## src/include/buf_params.svh

```systemverilog
/* sizing of the sample buffer and the word addresses of its registers */
`ifndef BUF_PARAMS_SVH
`define BUF_PARAMS_SVH

// capture geometry
`define BUF_CHANNELS 2
`define BUF_DEPTH 16
`define BUF_DATA_W 16
`define BUF_MODE_W 1
`define BUF_ADDR_W 5

// wishbone register word addresses
`define BUF_REG_CTRL 3'd0
`define BUF_REG_MODE 3'd1
`define BUF_REG_CAP_RST 3'd2
`define BUF_REG_DMA_RST 3'd3
`define BUF_REG_DMA_START 3'd4
`define BUF_REG_DEPTH0 3'd5
`define BUF_REG_DEPTH1 3'd6
`define BUF_REG_STATUS 3'd7

`endif

```

## src/design/buf_pkg.sv

```systemverilog
/*
 * shared types of the sample buffer: capture state, command flags,
 * per-channel write depth and register index
 */
`include "buf_params.svh"

package buf_pkg;

  typedef enum logic [1:0] {
    IDLE,
    ARMED,
    CAPTURING,
    DONE
  } capture_state_e;

  // single-cycle pulses from the register block
  typedef struct packed {
    logic arm;
    logic sw_start;
    logic sw_stop;
    logic cap_reset;
    logic dma_reset;
    logic dma_start;
  } cmd_t;

  // wide enough for one channel owning the whole memory
  typedef logic [$clog2(`BUF_DEPTH * `BUF_CHANNELS + 1)-1:0] depth_t;

  typedef logic [2:0] reg_idx_t;

endpackage

```

## src/design/buf_ifs.sv

```systemverilog
/*
 * control and depth/status interfaces between the register block
 * and the capture and readout engines
 */
`include "buf_params.svh"

interface buf_ctrl_if;
  buf_pkg::cmd_t cmd;
  logic [`BUF_MODE_W-1:0] banking_mode;

  modport decode (
    output cmd,
    output banking_mode
  );

  modport engine (
    input cmd,
    input banking_mode
  );
endinterface

interface buf_depth_if;
  buf_pkg::depth_t depth [`BUF_CHANNELS];
  logic done;
  buf_pkg::capture_state_e capture_state;
  logic dma_busy;

  modport capture (
    output depth,
    output done,
    output capture_state
  );

  // readout walks the depths and reports its own activity
  modport readout (
    input depth,
    input capture_state,
    output dma_busy
  );

  modport status (
    input depth,
    input done,
    input capture_state,
    input dma_busy
  );
endinterface

```

## src/design/reg_decode.sv

```systemverilog
/* wishbone classic slave: command pulses, banking mode register, depth and status reads */
`include "buf_params.svh"

module reg_decode (
  input  logic                   ps_clk,
  input  logic                   adc_reset,
  input  logic                   wb_cyc,
  input  logic                   wb_stb,
  input  logic                   wb_we,
  input  buf_pkg::reg_idx_t      wb_adr,
  input  logic [`BUF_DATA_W-1:0] wb_dat_w,
  output logic [`BUF_DATA_W-1:0] wb_dat_r,
  output logic                   wb_ack,
  buf_ctrl_if.decode             ctrl,
  buf_depth_if.status            stat,
  input  logic                   full
);

  localparam int CH = `BUF_CHANNELS;

  logic req;
  logic wr;
  logic [`BUF_DATA_W-1:0] rdata;
  buf_pkg::depth_t depth_q [CH];

  // a held stb gets a single ack
  assign req = wb_cyc && wb_stb && !wb_ack;
  assign wr = req && wb_we;

  always_ff @(posedge ps_clk) begin
    if (adc_reset) begin
      wb_ack <= 1'b0;
      ctrl.cmd <= '0;
      ctrl.banking_mode <= '0;
      for (int c = 0; c < CH; c++) begin
        depth_q[c] <= '0;
      end
    end else begin
      wb_ack <= req;
      ctrl.cmd <= '0;
      if (stat.done) begin
        depth_q <= stat.depth;
      end
      if (wr) begin
        case (wb_adr)
          `BUF_REG_CTRL: begin
            ctrl.cmd.arm <= wb_dat_w[2];
            ctrl.cmd.sw_start <= wb_dat_w[1];
            ctrl.cmd.sw_stop <= wb_dat_w[0];
          end
          `BUF_REG_MODE: begin
            // mode is frozen once a capture is under way
            if (stat.capture_state == buf_pkg::IDLE) begin
              ctrl.banking_mode <= wb_dat_w[`BUF_MODE_W-1:0];
            end
          end
          `BUF_REG_CAP_RST: begin
            ctrl.cmd.cap_reset <= 1'b1;
            for (int c = 0; c < CH; c++) begin
              depth_q[c] <= '0;
            end
          end
          `BUF_REG_DMA_RST: ctrl.cmd.dma_reset <= 1'b1;
          `BUF_REG_DMA_START: ctrl.cmd.dma_start <= 1'b1;
          default: ;
        endcase
      end
    end
  end

  always_comb begin
    rdata = '0;
    case (wb_adr)
      `BUF_REG_DEPTH0: rdata = `BUF_DATA_W'(depth_q[0]);
      `BUF_REG_DEPTH1: rdata = `BUF_DATA_W'(depth_q[1]);
      // status bits from mode down to capture state
      `BUF_REG_STATUS: begin
        rdata = `BUF_DATA_W'({ctrl.banking_mode, stat.dma_busy, full, stat.capture_state});
      end
      default: ;
    endcase
  end

  always_ff @(posedge ps_clk) begin
    if (req && !wb_we) begin
      wb_dat_r <= rdata;
    end
  end

  // depth latch relies on the completion pulse arriving in DONE
  depth_latch_in_done: assert property (@(posedge ps_clk) disable iff (adc_reset)
    stat.done |-> stat.capture_state == buf_pkg::DONE);

endmodule

```

## src/design/capture_engine.sv

```systemverilog
/*
 * capture FSM, per-channel depth counters and holding rings,
 * round-robin serialisation onto the single memory write port
 */
`include "buf_params.svh"

module capture_engine (
  input  logic                                       ps_clk,
  input  logic                                       adc_reset,
  input  logic [`BUF_CHANNELS-1:0][`BUF_DATA_W-1:0] smp_data,
  input  logic [`BUF_CHANNELS-1:0]                   smp_valid,
  input  logic                                       hw_start,
  input  logic                                       hw_stop,
  buf_ctrl_if.engine                                 ctrl,
  buf_depth_if.capture                               dep,
  output logic                                       wr_en,
  output logic [`BUF_ADDR_W-1:0]                     wr_addr,
  output logic [`BUF_DATA_W-1:0]                     wr_data,
  output logic                                       full,
  output logic                                       depth_event
);

  localparam int CH = `BUF_CHANNELS;
  localparam int D = `BUF_DEPTH;
  localparam int LOG_D = $clog2(D);
  localparam int CH_W = (CH > 1) ? $clog2(CH) : 1;

  buf_pkg::capture_state_e state;
  buf_pkg::capture_state_e state_next;
  buf_pkg::depth_t cnt [CH];
  buf_pkg::depth_t wcnt [CH];
  buf_pkg::depth_t limit;
  logic [`BUF_DATA_W-1:0] hold [CH][D];
  logic [`BUF_ADDR_W-1:0] base [CH];
  logic [CH-1:0] accept;
  logic [CH-1:0] pending;
  logic hit_limit;
  logic [CH_W-1:0] rr;
  logic [CH_W-1:0] sel;

  assign limit = buf_pkg::depth_t'(D) << ctrl.banking_mode;

  always_comb begin
    hit_limit = 1'b0;
    for (int c = 0; c < CH; c++) begin
      accept[c] = (state == buf_pkg::CAPTURING) && smp_valid[c] &&
                  (c < (CH >> ctrl.banking_mode)) && (cnt[c] < limit);
      pending[c] = (wcnt[c] != cnt[c]);
      base[c] = `BUF_ADDR_W'(c) << (LOG_D + ctrl.banking_mode);
      // full is judged on the count after this cycle's store
      if (accept[c] && (cnt[c] + buf_pkg::depth_t'(1) == limit)) begin
        hit_limit = 1'b1;
      end
    end
  end

  always_comb begin
    state_next = state;
    case (state)
      buf_pkg::IDLE: begin
        if (ctrl.cmd.sw_start) begin
          state_next = buf_pkg::CAPTURING;
        end else if (ctrl.cmd.arm) begin
          state_next = buf_pkg::ARMED;
        end
      end
      buf_pkg::ARMED: begin
        if (ctrl.cmd.sw_start || hw_start) begin
          state_next = buf_pkg::CAPTURING;
        end
      end
      buf_pkg::CAPTURING: begin
        if (ctrl.cmd.sw_stop || hw_stop || hit_limit) begin
          state_next = buf_pkg::DONE;
        end
      end
      default: ;
    endcase
    if (ctrl.cmd.cap_reset) begin
      state_next = buf_pkg::IDLE;
    end
  end

  // pick the first pending channel at or after the round-robin pointer
  always_comb begin
    sel = rr;
    wr_en = 1'b0;
    for (int i = CH - 1; i >= 0; i--) begin
      if (pending[(int'(rr) + i) % CH]) begin
        sel = CH_W'((int'(rr) + i) % CH);
        wr_en = 1'b1;
      end
    end
    wr_addr = base[sel] + `BUF_ADDR_W'(wcnt[sel]);
    wr_data = hold[sel][wcnt[sel][LOG_D-1:0]];
  end

  always_ff @(posedge ps_clk) begin
    if (adc_reset) begin
      state <= buf_pkg::IDLE;
      full <= 1'b0;
      depth_event <= 1'b0;
      rr <= '0;
      for (int c = 0; c < CH; c++) begin
        cnt[c] <= '0;
        wcnt[c] <= '0;
      end
    end else begin
      state <= state_next;
      depth_event <= (state_next == buf_pkg::DONE) && (state != buf_pkg::DONE);
      if (ctrl.cmd.cap_reset) begin
        full <= 1'b0;
        for (int c = 0; c < CH; c++) begin
          cnt[c] <= '0;
          wcnt[c] <= '0;
        end
      end else begin
        if (hit_limit) begin
          full <= 1'b1;
        end
        for (int c = 0; c < CH; c++) begin
          if (accept[c]) begin
            cnt[c] <= cnt[c] + 1'b1;
          end
        end
        if (wr_en) begin
          wcnt[sel] <= wcnt[sel] + 1'b1;
          rr <= (sel == CH_W'(CH - 1)) ? '0 : sel + 1'b1;
        end
      end
    end
  end

  // ring slot is the sample index modulo the bank depth
  always_ff @(posedge ps_clk) begin
    for (int c = 0; c < CH; c++) begin
      if (accept[c]) begin
        hold[c][cnt[c][LOG_D-1:0]] <= smp_data[c];
      end
    end
  end

  assign dep.depth = cnt;
  assign dep.done = depth_event;
  assign dep.capture_state = state;

  write_in_region: assert property (@(posedge ps_clk) disable iff (adc_reset)
    wr_en |-> (wr_addr >= base[sel]) && (wr_addr < base[sel] + limit));

endmodule

```

## src/design/sample_ram.sv

```systemverilog
/* sample memory over all banks, one write port and a registered read port */
`include "buf_params.svh"

module sample_ram (
  input  logic                   ps_clk,
  input  logic                   wr_en,
  input  logic [`BUF_ADDR_W-1:0] wr_addr,
  input  logic [`BUF_DATA_W-1:0] wr_data,
  input  logic                   rd_en,
  input  logic [`BUF_ADDR_W-1:0] rd_addr,
  output logic [`BUF_DATA_W-1:0] rd_q
);

  localparam int WORDS = `BUF_CHANNELS * `BUF_DEPTH;

  logic [`BUF_DATA_W-1:0] mem [WORDS];

  always_ff @(posedge ps_clk) begin
    if (wr_en) begin
      mem[wr_addr] <= wr_data;
    end
    // one cycle read latency
    if (rd_en) begin
      rd_q <= mem[rd_addr];
    end
  end

endmodule

```

## src/design/readout_engine.sv

```systemverilog
/* readout of the captured regions onto a valid/ready stream with last */
`include "buf_params.svh"

module readout_engine (
  input  logic                   ps_clk,
  input  logic                   adc_reset,
  buf_ctrl_if.engine             ctrl,
  buf_depth_if.readout           dep,
  output logic                   rd_en,
  output logic [`BUF_ADDR_W-1:0] rd_addr,
  input  logic [`BUF_DATA_W-1:0] rd_q,
  output logic [`BUF_DATA_W-1:0] rd_data,
  output logic                   rd_valid,
  output logic                   rd_last,
  input  logic                   rd_ready
);

  localparam int CH = `BUF_CHANNELS;
  localparam int LOG_D = $clog2(`BUF_DEPTH);
  localparam int CH_W = (CH > 1) ? $clog2(CH) : 1;

  logic busy;
  logic [CH_W-1:0] cur_ch;
  buf_pkg::depth_t cur_idx;
  buf_pkg::depth_t issued;
  buf_pkg::depth_t total;
  logic inflight;
  logic inflight_last;
  logic pf_valid;
  logic pf_last;
  logic [`BUF_DATA_W-1:0] pf_data;
  logic [1:0] occ;
  logic pop;
  logic start;
  logic abort;
  logic more;
  logic in_word;
  logic issue;
  logic last_word;
  logic load_out;
  logic take_pf;

  always_comb begin
    total = '0;
    for (int c = 0; c < CH; c++) begin
      if (c < (CH >> ctrl.banking_mode)) begin
        total = total + dep.depth[c];
      end
    end
  end

  assign pop = rd_valid && rd_ready;
  // empty capture gives no stream at all
  assign start = ctrl.cmd.dma_start && (dep.capture_state == buf_pkg::DONE) &&
                 !busy && (total != '0);
  assign abort = busy && (ctrl.cmd.dma_reset || (dep.capture_state != buf_pkg::DONE));
  assign more = busy && (issued != total);
  assign in_word = cur_idx < dep.depth[cur_ch];
  assign last_word = (issued + buf_pkg::depth_t'(1)) == total;

  // output register, prefetch slot and read in flight share two entries
  assign occ = 2'(rd_valid) + 2'(pf_valid) + 2'(inflight);
  assign issue = more && in_word && !abort && ((occ - 2'(pop)) < 2'd2);

  assign rd_en = issue;
  assign rd_addr = (`BUF_ADDR_W'(cur_ch) << (LOG_D + ctrl.banking_mode)) +
                   `BUF_ADDR_W'(cur_idx);

  assign load_out = !rd_valid || pop;
  assign take_pf = inflight && !(load_out && !pf_valid);

  always_ff @(posedge ps_clk) begin
    if (adc_reset) begin
      busy <= 1'b0;
      rd_valid <= 1'b0;
      rd_last <= 1'b0;
      pf_valid <= 1'b0;
      inflight <= 1'b0;
      cur_ch <= '0;
      cur_idx <= '0;
      issued <= '0;
    end else if (abort) begin
      busy <= 1'b0;
      rd_valid <= 1'b0;
      rd_last <= 1'b0;
      pf_valid <= 1'b0;
      inflight <= 1'b0;
    end else begin
      if (start) begin
        busy <= 1'b1;
        cur_ch <= '0;
        cur_idx <= '0;
        issued <= '0;
      end else if (more) begin
        if (issue) begin
          cur_idx <= cur_idx + 1'b1;
          issued <= issued + 1'b1;
        end else if (!in_word) begin
          // next region once this channel is exhausted
          cur_ch <= cur_ch + 1'b1;
          cur_idx <= '0;
        end
      end
      inflight <= issue;
      if (load_out) begin
        if (pf_valid) begin
          rd_valid <= 1'b1;
          rd_last <= pf_last;
          pf_valid <= inflight;
        end else begin
          rd_valid <= inflight;
          rd_last <= inflight && inflight_last;
        end
      end else if (inflight) begin
        pf_valid <= 1'b1;
      end
      if (pop && rd_last) begin
        busy <= 1'b0;
      end
    end
  end

  always_ff @(posedge ps_clk) begin
    inflight_last <= last_word;
    if (load_out) begin
      if (pf_valid) begin
        rd_data <= pf_data;
      end else if (inflight) begin
        rd_data <= rd_q;
      end
    end
    if (take_pf) begin
      pf_data <= rd_q;
      pf_last <= inflight_last;
    end
  end

  assign dep.dma_busy = busy;

  stable_under_backpressure: assert property (@(posedge ps_clk) disable iff (adc_reset)
    rd_valid && !rd_ready |=> !rd_valid || ($stable(rd_data) && $stable(rd_last)));

endmodule

```

## src/design/sample_buffer_top.sv

```systemverilog
/* sample buffer top level: register block, capture, memory and readout */
`include "buf_params.svh"

module sample_buffer_top (
  input  logic                                       ps_clk,
  input  logic                                       adc_reset,
  input  logic                                       wb_cyc,
  input  logic                                       wb_stb,
  input  logic                                       wb_we,
  input  buf_pkg::reg_idx_t                          wb_adr,
  input  logic [`BUF_DATA_W-1:0]                     wb_dat_w,
  output logic [`BUF_DATA_W-1:0]                     wb_dat_r,
  output logic                                       wb_ack,
  input  logic [`BUF_CHANNELS-1:0][`BUF_DATA_W-1:0] smp_data,
  input  logic [`BUF_CHANNELS-1:0]                   smp_valid,
  input  logic                                       hw_start,
  input  logic                                       hw_stop,
  output logic                                       full,
  output logic                                       depth_event,
  output logic [`BUF_DATA_W-1:0]                     rd_data,
  output logic                                       rd_valid,
  output logic                                       rd_last,
  input  logic                                       rd_ready
);

  logic wr_en;
  logic [`BUF_ADDR_W-1:0] wr_addr;
  logic [`BUF_DATA_W-1:0] wr_data;
  logic rd_en;
  logic [`BUF_ADDR_W-1:0] rd_addr;
  logic [`BUF_DATA_W-1:0] rd_q;

  buf_ctrl_if ctrl_if ();
  buf_depth_if dep_if ();

  reg_decode u_reg_decode (
    .ps_clk,
    .adc_reset,
    .wb_cyc,
    .wb_stb,
    .wb_we,
    .wb_adr,
    .wb_dat_w,
    .wb_dat_r,
    .wb_ack,
    .ctrl (ctrl_if.decode),
    .stat (dep_if.status),
    .full
  );

  capture_engine u_capture (
    .ps_clk,
    .adc_reset,
    .smp_data,
    .smp_valid,
    .hw_start,
    .hw_stop,
    .ctrl (ctrl_if.engine),
    .dep (dep_if.capture),
    .wr_en,
    .wr_addr,
    .wr_data,
    .full,
    .depth_event
  );

  sample_ram u_ram (
    .ps_clk,
    .wr_en,
    .wr_addr,
    .wr_data,
    .rd_en,
    .rd_addr,
    .rd_q
  );

  readout_engine u_readout (
    .ps_clk,
    .adc_reset,
    .ctrl (ctrl_if.engine),
    .dep (dep_if.readout),
    .rd_en,
    .rd_addr,
    .rd_q,
    .rd_data,
    .rd_valid,
    .rd_last,
    .rd_ready
  );

endmodule

```

## config.mk

```make
export PLATFORM = sky130hd
export DESIGN_NAME = sample_buffer_top
export DESIGN_NICKNAME = d
export VERILOG_FILES = /design/src/design/buf_pkg.sv /design/src/design/buf_ifs.sv /design/src/design/reg_decode.sv /design/src/design/capture_engine.sv /design/src/design/sample_ram.sv /design/src/design/readout_engine.sv /design/src/design/sample_buffer_top.sv
export VERILOG_INCLUDE_DIRS = /design/src /design/src/include
export SDC_FILE = /design/constraint.sdc
export NUM_CORES = 1
export LEC_CHECK = 0
export BUFFER_PORTS_ARGS = -buffer_cell sky130_fd_sc_hd__buf_2
export CAP_MARGIN = 30
export CORE_MARGIN = 1
export CORE_UTILIZATION = 25
export CTS_BUF_LIST = sky130_fd_sc_hd__clkbuf_8
export DETAILED_ROUTE_END_ITERATION = 8
export GPL_TIMING_DRIVEN = 0
export PLACE_DENSITY = 0.47
export SLEW_MARGIN = 0
export SYNTH_ARGS = -nofsm -noshare
export SYNTH_HDL_FRONTEND = slang
export SYNTH_SLANG_ARGS = --single-unit
```

## constraint.sdc

```tcl
create_clock -name ps_clk -period 5.1 [get_ports ps_clk]
set_clock_uncertainty 0.2 [all_clocks]
set_input_delay 0.51 -clock ps_clk [delete_from_list [all_inputs] [get_ports ps_clk]]
set_output_delay 0.51 -clock ps_clk [all_outputs]
set_load 0.02 [all_outputs]
```

# Word level (Yosys, flattened, before mapping)
# Memories as Yosys holds them, arrays and structs flattened. A register that Yosys moved wholly into a read port is not among the register bits.
# Index checks and enable logic that the tools add are counted.
dict set report totals {
  reg_bits 105
  ramBits 1036
  input_bits 61
  n_memories 3
}
dict set report op_classes {
  n_addsub 15
  n_lt_le_gt_ge 15
  n_eq_ne 21
  n_shift 5
  mux 77
  n_bitwise 12
  reduce_logical 59
}
# memory depth width read_ports rd_clocked_by_memory_dff write_ports line_no
set memory_table {}
lappend memory_table {u_capture.hold 2 256 1 0 2 capture_engine.sv:33} ;# logic [`BUF_DATA_W-1:0] hold [CH][D];
lappend memory_table {u_ram.mem 32 16 1 1 1 sample_ram.sv:16} ;# logic [`BUF_DATA_W-1:0] mem [WORDS];
lappend memory_table {u_capture.wcnt 2 6 3 0 2 capture_engine.sv:31} ;# buf_pkg::depth_t wcnt [CH];
# operator n
set op_table {}
lappend op_table {{256-bit 2-to-1 mux} 2}
lappend op_table {{16-bit demux with 4-bit select} 2}
lappend op_table {{16-bit 2-to-1 mux} 6}
lappend op_table {{6-bit 2-to-1 mux} 15}
lappend op_table {{16-bit binary-select mux with 4-bit select} 1}
lappend op_table {{1-bit by 32-bit << shifter with 5-bit output, first input constant} 2}
lappend op_table {{1-bit 2-to-1 mux} 38}
lappend op_table {{12-bit 2-to-1 mux} 3}
lappend op_table {{1-bit by 32-bit < comparator with 1-bit output, first input constant} 1}
lappend op_table {{2-bit by 32-bit < comparator with 1-bit output, first input constant} 1}
lappend op_table {{1-bit by 32-bit << shifter with 5-bit output} 1}
lappend op_table {{2-bit by 1-bit right shift with 32-bit output, first input constant} 1}
lappend op_table {{6-bit by 1-bit adder with 6-bit output, second input constant} 5}
lappend op_table {{1-bit logical AND} 28}
lappend op_table {{6-bit equality test} 3}
lappend op_table {{6-bit < comparator} 3}
lappend op_table {{6-bit inequality test} 3}
lappend op_table {{6-bit one-hot mux with 3 select lines} 1}
lappend op_table {{5-bit >= comparator, second input constant} 3}
lappend op_table {{5-bit 2-to-1 mux} 3}
lappend op_table {{4-bit NOT with 5-bit output} 3}
lappend op_table {{3-bit equality test, second input constant} 4}
lappend op_table {{5-bit adder} 2}
lappend op_table {{5-bit by 1-bit < comparator with 1-bit output, second input constant} 2}
lappend op_table {{other kinds (36)} 71}

# Longest topological paths before layout
# Gate-level depths: netlist of run 1.
dict set report logic_depth {
  ltp_word 13
  depth_mapped 14
}

# Modules after synthesis
# Synthesis of run 1 repeated with hierarchy kept, for this count alone.
dict set report unflattened {
  cells_unflattened 3094
  area_unflattened_um2 47180.2
}
# module instances cells_per_inst area_per_inst_um2 seq_area_each_um2
set modules_own_cells {}
lappend modules_own_cells {capture_engine 1 1589 22376.5 16075.4}
lappend modules_own_cells {sample_ram 1 1143 20696.1 15855.2}
lappend modules_own_cells {readout_engine 1 258 2955.3 1371.3}
lappend modules_own_cells {reg_decode 1 104 1152.4 580.6}

# Least setup slack after synthesis of run 1
# Ideal clock, no wire load.
dict set report synth_path {
  path_type {reg-to-reg}
  start {reg u_capture.cnt, in the netlist u_capture.dep.depth[7]}
  end {mem u_ram.mem[0][15] in the netlist's numbering (data pin)}
  setup_time_ps 474
  arrival_ps 3673
  t_required_ps 4426
  slack_ps 753
  path_stages_with_launch 13
  period_less_slack_ps 4347
  path_cell_list {dfxtp_1 > buf_4 > xnor2_1 > nand4_1 > a211oi_2 > a21oi_4 > buf_6 > buf_4 > buf_2 > buf_2 > a21oi_1 > o22ai_1 > o311ai_1}
}
dict set report synth_via {
  elab_chain_cells 11
}
# element line_no
set synth_lines {}
lappend synth_lines {{start: declaration} capture_engine.sv:30} ;# buf_pkg::depth_t cnt [CH];
lappend synth_lines {{start signal: indexed assignment} capture_engine.sv:123} ;# cnt[c] <= cnt[c] + 1'b1;
lappend synth_lines {{6-bit inequality test *} capture_engine.sv:48} ;# pending[c] = (wcnt[c] != cnt[c]);
lappend synth_lines {{1-bit 2-to-1 mux (not written as such) (3 in a row)} capture_engine.sv:89} ;# if (pending[(int'(rr) + i) % CH]) begin
lappend synth_lines {{1-bit 2-to-1 mux} capture_engine.sv:89}
lappend synth_lines {{1-bit 2-to-1 mux *} capture_engine.sv:89}
lappend synth_lines {{memory 2 x 6 bit} -}
lappend synth_lines {{4-bit NOT with 5-bit output (not written as such)} capture_engine.sv:95} ;# wr_data = hold[sel][wcnt[sel][LOG_D-1:0]];
lappend synth_lines {{16-bit binary-select mux with 4-bit select *} capture_engine.sv:95}
lappend synth_lines {{16-bit 2-to-1 mux (not written as such) * (2 in a row)} capture_engine.sv:95}
lappend synth_lines {{via u_capture.wr_data[15]} capture_engine.sv:18} ;# output logic [`BUF_DATA_W-1:0] wr_data,
lappend synth_lines {{end: declaration} sample_ram.sv:16}
# Mark *: on every way through the listed nets, which the timed path passes. The rest lies on a longest branch. The select of a mux whose other input is x is not followed.

# Final worst setup path of run 1
dict set report layout_path {
  start {reg u_capture.cnt, in the netlist u_capture.dep.depth[6]}
  end {mem u_ram.mem[6][7] in the netlist's numbering (data pin)}
}
# Same word-level chain as after synthesis.

==> qor.txt, run 1 <==
outcome -> finished clean
cell count after placement -> 5,408
number of vias per cell -> 4.76
Worst Setup Slack, final -> 95.0 ps
R2R Path End -> u_ram.mem[6][7]
Die Height -> 433 um
RSZ-0062 raised after global routing -> no
Compound-Gate Fraction of Synth Area -> 4.48%
worst slack, placed -> -433 ps
area grow syn2layout -> 20.2%
Detail Placement HPWL -> 102,000 um
clock tree root driver cell -> clkbuf_8
syn avg cell area -> 16.7 um2
total grt overflow -> 0
final hold violation count -> 0
min Tclk post-route -> 5000 ps
Worst-path clk slew -> 60 ps
CTS tree -> built
largest family of logic cells by synthesized area -> multiplexers
cell area after layout -> 0.0557 mm2
Wirelength per Cell -> 26.3 um
Hold Path Sink -> u_capture.dep.depth[5]
Post-Synth XOR/XNOR Area -> 0.964%
total power -> 31.1 mW
CP cell instances -> buf_2 > xnor2_1 > and2_1 > a211oi_4 > o21ai_1 > clkbuf_4 > buf_1 > clkbuf_1 > buf_8 > a311oi_1 > nand3_1 > o211ai_1 > buf_4 > buf_4 > buf_4
Fmax -> 0.200 GHz
clock sink count -> 1,147
Unique masters post-synth -> 93
CP max stage delay -> 640 ps
gp weighted congestion -> 0.841
Min-Delay Path Class -> in2reg
cells after synthesis -> 2,768
Post-synth top flop -> edfxtp_1
Rows -> 157
cells on worst reg2reg path -> 15
multi-input logic area -> 0.0121 mm2
# IOs -> 98
most frequent cell on the critical path -> buf_4
Max Transition Viols Final -> 0
max-cap violations -> 0
Synth Area in Simple Gates -> 7.53%
worst-skew pair later-pin latency -> 930 ps
H-tree depth -> 4
HP Start -> smp_valid[1]
post-synthesis adder-cell area fraction -> 0.907%
Total Routing Usage GR -> 16.2%
post-route insts no fill -> 5,803
WS Path Type -> reg2reg
flops & latches, synth -> 1,147
Slew @ Worst Pin -> 1060 ps
Seq/Total Area, Yosys -> 73.1%
vias in the first global route -> 27,300
via count -> 27,600
Crit path arrival time -> 5450 ps
register area -> 0.0339 mm2
element type at the critical path start -> flip-flop
ys async rst share -> 0%
CTS Buffer Depth -> 3
CTS Buf Count -> 186
Cell Area, Synth -> 0.0464 mm2
peak supply drop -> 0.000348 V
Starting Density -> 25.2%
Placeable Area -> 0.184 mm2
Lkg Pwr -> 18.1 nW
EDFF count, synth -> 1,091
final period utilization -> 98.1%
first-pass GRT wire length -> 213,000 um
layout cells sized above 1 -> 23.8%
Die Width -> 433 um
CP Capture Type -> flip-flop
DRC violations left -> 0
initial DRC count -> 3,256
Die Area -> 0.187 mm2
Total Wirelength -> 153,000 um
R2R setup slack -> 100 ps
largest net degree at the start of global routing -> 33
slowest cell on the critical path -> buf_1
Worst Hold Depth -> 6
Final setup viols -> 0
CP required -> 5550 ps
power per cell area -> 559 mW/mm2
initial antenna violation count -> 12
Area after DPL -> 0.0516 mm2
Relative slew margins -> 28.9%
multiplexer share of the synthesized area -> 11.1%
drt first pass iters -> 5
fin nets -> 3,282
Fillers -> 18,100
post-route ant nets -> 0
worst r2r src -> u_capture.dep.depth[6]
synth warn -> 0
crit-path max FO -> 19
# port buffers -> 73
==> per-layer routing <==
layer	vias up	global-route usage [%]	part of all wire (%)
li1	11700	-	-
met3	265	2.48	6.5
met5	-	0	0
met1	14400	22.8	45
met4	0	6.04	3.4
met2	1216	25.1	45
==> area by class of cell <==
cell class	instances	area share [%]
flip-flops and latches	1147	60.8
inverters	20	0.139
clock buffers	188	4.64
clock inverters	146	1.37
repair buffers	228	4.38
diodes	5	0.0224
well taps	2464	5.53
plain buffers	164	1.46
multi-input cells	1441	21.7
==> report_power, final <==
part	switching (mW)	internal, mW	leakage [nW]
Combinational	7.46	3.09	5.81
Clock	3.83	3.60	1.97
Sequential	0.185	13.0	10.3
==> sequential cells by signal, indices dropped and copies added, names as in the netlist, 2 cells and up <==
name                         count
u_readout.cur_idx                6
u_reg_decode.ctrl.cmd            6
u_capture.dep.capture_state      2
u_capture.wcnt                  12
u_ram.mem                      512
u_readout.pf_data               16
u_readout.issued                 6
u_capture.hold                 512
u_ram.rd_q                      16
u_readout.rd_data               16
u_capture.dep.depth             12
u_reg_decode.depth_q            12
u_reg_decode.wb_dat_r            6
==> through the flow <==
stage / util [%] / hold WS, ps / setup TNS (ps)
after floorplan: - / 209 / 0
after global placement: 27.1 / 233 / -1599300
after detailed placement: 28.1 / 232 / -65380
after CTS: 30.3 / 23.0 / 0
after global routing: 30.3 / 136 / 0
final: 30.3 / 97.0 / 0
==> cell usage after synthesis (6+ instances only) <==
library cell,count,share of area (%)
edfxtp_1,1091,71
nand2_1,301,2.4
mux4_2,161,7.8
nor2_1,142,1.1
nand3_1,134,1.4
mux2i_1,89,1.9
clkbuf_1,64,0.52
dfxtp_1,56,2.4
buf_2,52,0.56
mux2_2,48,1.2
a21oi_1,46,0.50
and3_1,45,0.61
o21ai_0,35,0.38
xnor2_1,33,0.62
ha_1,32,0.86
a31oi_1,29,0.39
nor3_1,27,0.29
buf_1,25,0.20
buf_4,24,0.39
a211oi_1,21,0.34
nand4_1,19,0.26
xor2_1,18,0.34
inv_1,17,0.14
and2_1,16,0.22
o22ai_1,16,0.22
nor2b_1,15,0.20
a22oi_1,14,0.23
a221oi_1,13,0.25
o211ai_1,11,0.18
a2111oi_0,9,0.17
a21o_1,9,0.15
a221o_1,9,0.19
nand2b_1,8,0.11
nor4b_1,8,0.15
o2111ai_1,8,0.15
a311oi_1,7,0.13
nand3b_1,7,0.11
nor4_1,6,0.081
o21ai_1,6,0.065
==> timing repair <==
item / 4_1_cts / 5_1_grt
setup endpoints to repair: 327 / 293
setup buffers: 5 / 4
resized for setup: 19 / 12
hold buffers: 50 / 0
endpoints found under the hold margin: 543 / 0
pin swaps: 2 / 5
==> critical path, delay by kind of cell (launching register included) <==
family | cells | cell delay [ps]
buffers and inverters | 8 | 2740
AOI/OAI and AO/OA | 4 | 780
DFF | 1 | 410
and+or+nand+nor | 2 | 390
xor gates and xnor gates | 1 | 170
==> logic make-up after synthesis <==
family / Yosys count
compound gates: 289
xor+xnor: 51
fa+ha+maj: 33
buf+inv: 189
flops: 1147
mux: 303
other cells: 1
simple gates: 755
==> placed cells by master, fill, tap and decap left out, types with 14 or more instances in the layout <==
cell              n
clkbuf_1         59
mux2i_1          88
a31oi_1          29
nand3_1         134
mux2_2           48
dlygate4sd3_1    50
buf_4            41
nand2_1         301
o22ai_1          15
a211oi_1         21
mux4_2          161
o21ai_0          33
clkinv_2         15
a22oi_1          14
clkbuf_8        188
buf_2           122
edfxtp_1       1091
buf_8            39
nor2b_1          15
and3_1           37
inv_1            88
dfxtp_1          56
a21oi_1          46
ha_1             32
xnor2_1          33
nor2_4           29
nor2_1           94
nor3_1           23
buf_6            29
xor2_1           18
clkinv_1         43
buf_1            22
nand4_1          19
nor2_2           20
==> worst max path at each step <==
stage / slack (ps) / to / depth (start not counted) / start
6_report: 100 / u_ram.mem[6][7] / 15 / u_capture.dep.depth[6]
5_1_grt: 8 / u_ram.mem[2][12] / 13 / u_capture.dep.depth[7]
4_1_cts: 10 / u_ram.mem[19][6] / 14 / u_capture.dep.depth[1]
3_5_place_dp: -430 / u_ram.mem[19][7] / 14 / u_capture.dep.depth[7]
3_3_place_gp: -3740 / u_ram.mem[16][8] / 7 / u_capture.wcnt[0][0]
2_1_floorplan: 750 / u_ram.mem[0][15] / 12 / u_capture.dep.depth[7]
Note: power is estimated with default switching activity, not from simulation.
==> inputs of run 2 (changes only) <==
--- a/config.mk
+++ b/config.mk
@@ -8,13 +8,12 @@
 export LEC_CHECK = 0
 export BUFFER_PORTS_ARGS = -buffer_cell sky130_fd_sc_hd__buf_2
 export CAP_MARGIN = 30
-export CORE_MARGIN = 1
+export CORE_MARGIN = 2
 export CORE_UTILIZATION = 25
 export CTS_BUF_LIST = sky130_fd_sc_hd__clkbuf_8
 export DETAILED_ROUTE_END_ITERATION = 8
 export GPL_TIMING_DRIVEN = 0
 export PLACE_DENSITY = 0.47
-export SLEW_MARGIN = 0
 export SYNTH_ARGS = -nofsm -noshare
 export SYNTH_HDL_FRONTEND = slang
 export SYNTH_SLANG_ARGS = --single-unit
==> constraint.sdc (replaced) <==
create_clock -name ps_clk -period 5.25 [get_ports ps_clk]
set_clock_uncertainty 0.2 [all_clocks]
set_input_delay 0.525 -clock ps_clk [delete_from_list [all_inputs] [get_ports ps_clk]]
set_output_delay 0.525 -clock ps_clk [all_outputs]
set_load 0.02 [all_outputs]
==> qor.txt, run 2 (synthesized netlist as in run 1, its figures left out) <==
CTS Buffer Depth -> 3 (unchanged)
layout cells sized above 1 -> 23.6% (-0.17 points)
Area after DPL -> 0.0517 mm2 (+0.19%)
R2R setup slack -> 100 ps (about the same)
largest net degree at the start of global routing -> 33 (unchanged)
power per cell area -> 544 mW/mm2 (-2.6%)
Lkg Pwr -> 18.0 nW (-0.55%)
# IOs -> 98 (unchanged)
drt first pass iters -> 6 (+1)
Fillers -> 18,300 (+1.1%)
HP Start -> smp_valid[1]
outcome -> finished clean
hold_ws -> 92.8 ps (-4.26 ps)
Rows -> 158 (+0.64%)
first-pass GRT wire length -> 211,000 um (-0.67%)
Worst-path clk slew -> 70 ps (about the same)
peak supply drop -> 0.000370 V (+6.5%)
min Tclk post-route -> 5150 ps (+147 ps)
via count -> 27,700 (+0.29%)
commonest non-fill, non-tap cells in the layout -> edfxtp_1, nand2_1, clkbuf_8
total power -> 30.2 mW (-2.9%)
Final setup viols -> 0 (unchanged)
worst slack, placed -> -384 ps (+48.7 ps)
number of vias per cell -> 4.77 (+0.31%)
post-route insts no fill -> 5,802 (-0.017%)
CTS tree -> built
area grow syn2layout -> 19.9%
Max Transition Viols Final -> 0 (unchanged)
cells on worst reg2reg path -> 12 (-3)
cell count after placement -> 5,420 (+0.22%)
clock tree root driver cell -> clkbuf_8
Total Routing Usage GR -> 16.0% (-0.19 points)
fin nets -> 3,274 (-0.24%)
switching portion of total power -> 37.2% (+0.34 points)
Total Wirelength -> 153,000 um (about the same)
Worst Hold Depth -> 6 (unchanged)
combinational share of power -> 34.5% (+0.6 points)
cell area after layout -> 0.0556 mm2 (-0.25%)
R2R Path End -> u_ram.mem[20][6]
worst r2r src -> u_capture.dep.depth[7]
WS Path Type -> reg2reg
CP required -> 5670 ps (+120 ps)
Die Area -> 0.189 mm2 (+0.93%)
CTS Buf Count -> 183 (-1.6%)
total grt overflow -> 0 (unchanged)
Setup TNS -> 0 ps (unchanged)
Relative slew margins -> 29.4% (+0.57 points)
Min-Delay Path Class -> in2reg
Placeable Area -> 0.185 mm2 (+0.64%)
Starting Density -> 25.1% (-0.16 points)
initial DRC count -> 3,540 (+8.7%)
Crit path arrival time -> 5580 ps (+130 ps)
Detail Placement HPWL -> 102,000 um (-0.41%)
cell-internal power -> 19.0 mW (-3.4%)
H-tree depth -> 4 (unchanged)
clock sink count -> 1,147 (unchanged)
clock power share -> 23.2% (-0.7 points)
Die Width -> 435 um (+0.46%)
initial antenna violation count -> 13 (+1)
worst-skew pair later-pin latency -> 940 ps (about the same)
final period utilization -> 98.1% (about the same)
Final Util -> 30.1% (-0.27 points)
Fmax -> 0.194 GHz (-2.9%)
post-route ant nets -> 0 (unchanged)
DRC violations left -> 0 (unchanged)
Net Sw Power -> 11.2 mW (-2.0%)
most common cell after layout, fill and taps aside -> edfxtp_1
final hold violation count -> 0 (unchanged)
CP Capture Type -> flip-flop
vias in the first global route -> 27,100 (-0.71%)
multi-input logic area -> 0.0120 mm2 (-0.28%)
element type at the critical path start -> flip-flop
RSZ-0062 raised after global routing -> yes
Hold Path Sink -> u_capture.dep.depth[5]
Worst Setup Slack, final -> 97.7 ps (+2.63 ps)
# port buffers -> 73 (unchanged)
Die Height -> 435 um (+0.46%)
max-cap violations -> 0 (unchanged)
crit-path max FO -> 10 (-9)
Wirelength per Cell -> 26.3 um (about the same)
Slew @ Worst Pin -> 1060 ps (-3.84 ps)
gp weighted congestion -> 0.833 (-0.94%)
Reg power frac -> 42.3% (about the same)
register area -> 0.0339 mm2 (unchanged)
-- run 2: cell types whose count changed in the layout (fill, tap and decap cells not counted), sizes merged --
| cell | previous run | this run |
|---|---|---|
| buf | 278 | 275 |
| bufinv | 3 | 0 |
| clkbuf | 251 | 245 |
| clkdlybuf4s15 | 1 | 0 |
| clkinv | 62 | 73 |
| clkinvlp | 4 | 0 |
| diode | 5 | 2 |
| inv | 97 | 89 |
-- run 2: power groups by stage --
stage	Clock [mW]	Combinational [mW]	Sequential [mW]
after floorplan	0	4.23	13.0
after global placement	0	8.43	13.3
after detailed placement	0	10.1	13.0
after CTS	7.18	10.3	12.8
after global routing	7.55	10.9	12.8
final	7.02	10.4	12.8
-- run 2: per-layer routing --
metal	vias to the layer above	share of wire (%)	GRT usage (%)
li1	11800	-	-
met1	14400	44	22.2
met2	1245	46	24.9
met3	298	7.1	2.67
met4	6	3.6	6.26
met5	-	0.026	0
-- run 2: worst max path at each step --
stage | start | end | cells after the start
finish | u_capture.dep.depth[7] | u_ram.mem[20][6] | 12
global route | u_capture.dep.depth[7] | u_ram.mem[16][8] | 12
CTS | u_capture.dep.depth[1] | u_ram.mem[7][11] | 14
detailed placement | u_capture.dep.depth[6] | u_ram.mem[0][11] | 14
global placement | u_capture.wcnt[0][0] | u_ram.mem[17][8] | 7
floorplan | u_capture.dep.depth[7] | u_ram.mem[0][15] | 12
-- run 2: area by class of cell --
class | instances | share of cell area [%]
diodes | 2 | 0.00900
plain buffers | 166 | 1.45
clock buffers | 183 | 4.53
clock inverters | 142 | 1.28
inverters | 20 | 0.140
multi-input cells | 1441 | 21.7
flip-flops and latches | 1147 | 60.9
well taps | 2480 | 5.58
repair buffers | 221 | 4.42
-- run 2: worst max-delay path: stages (launching register included) --
cell      delay, ps
dfxtp_1         480
buf_4           250
xnor2_1         160
nand4_1         220
a211oi_2        460
a21oi_4         100
buf_6           190
mux2_4          400
clkbuf_1        430
nor2_1          810
nand2_1         370
nor2_2          520
buf_8           220
-- run 2: timing repair --
action	4_1_cts	5_1_grt
pin swaps	2	1
gates resized for setup	9	3
hold buffers	50	0
setup endpoints to repair	203	116
setup buffers	4	2
endpoints found under the hold margin	542	0
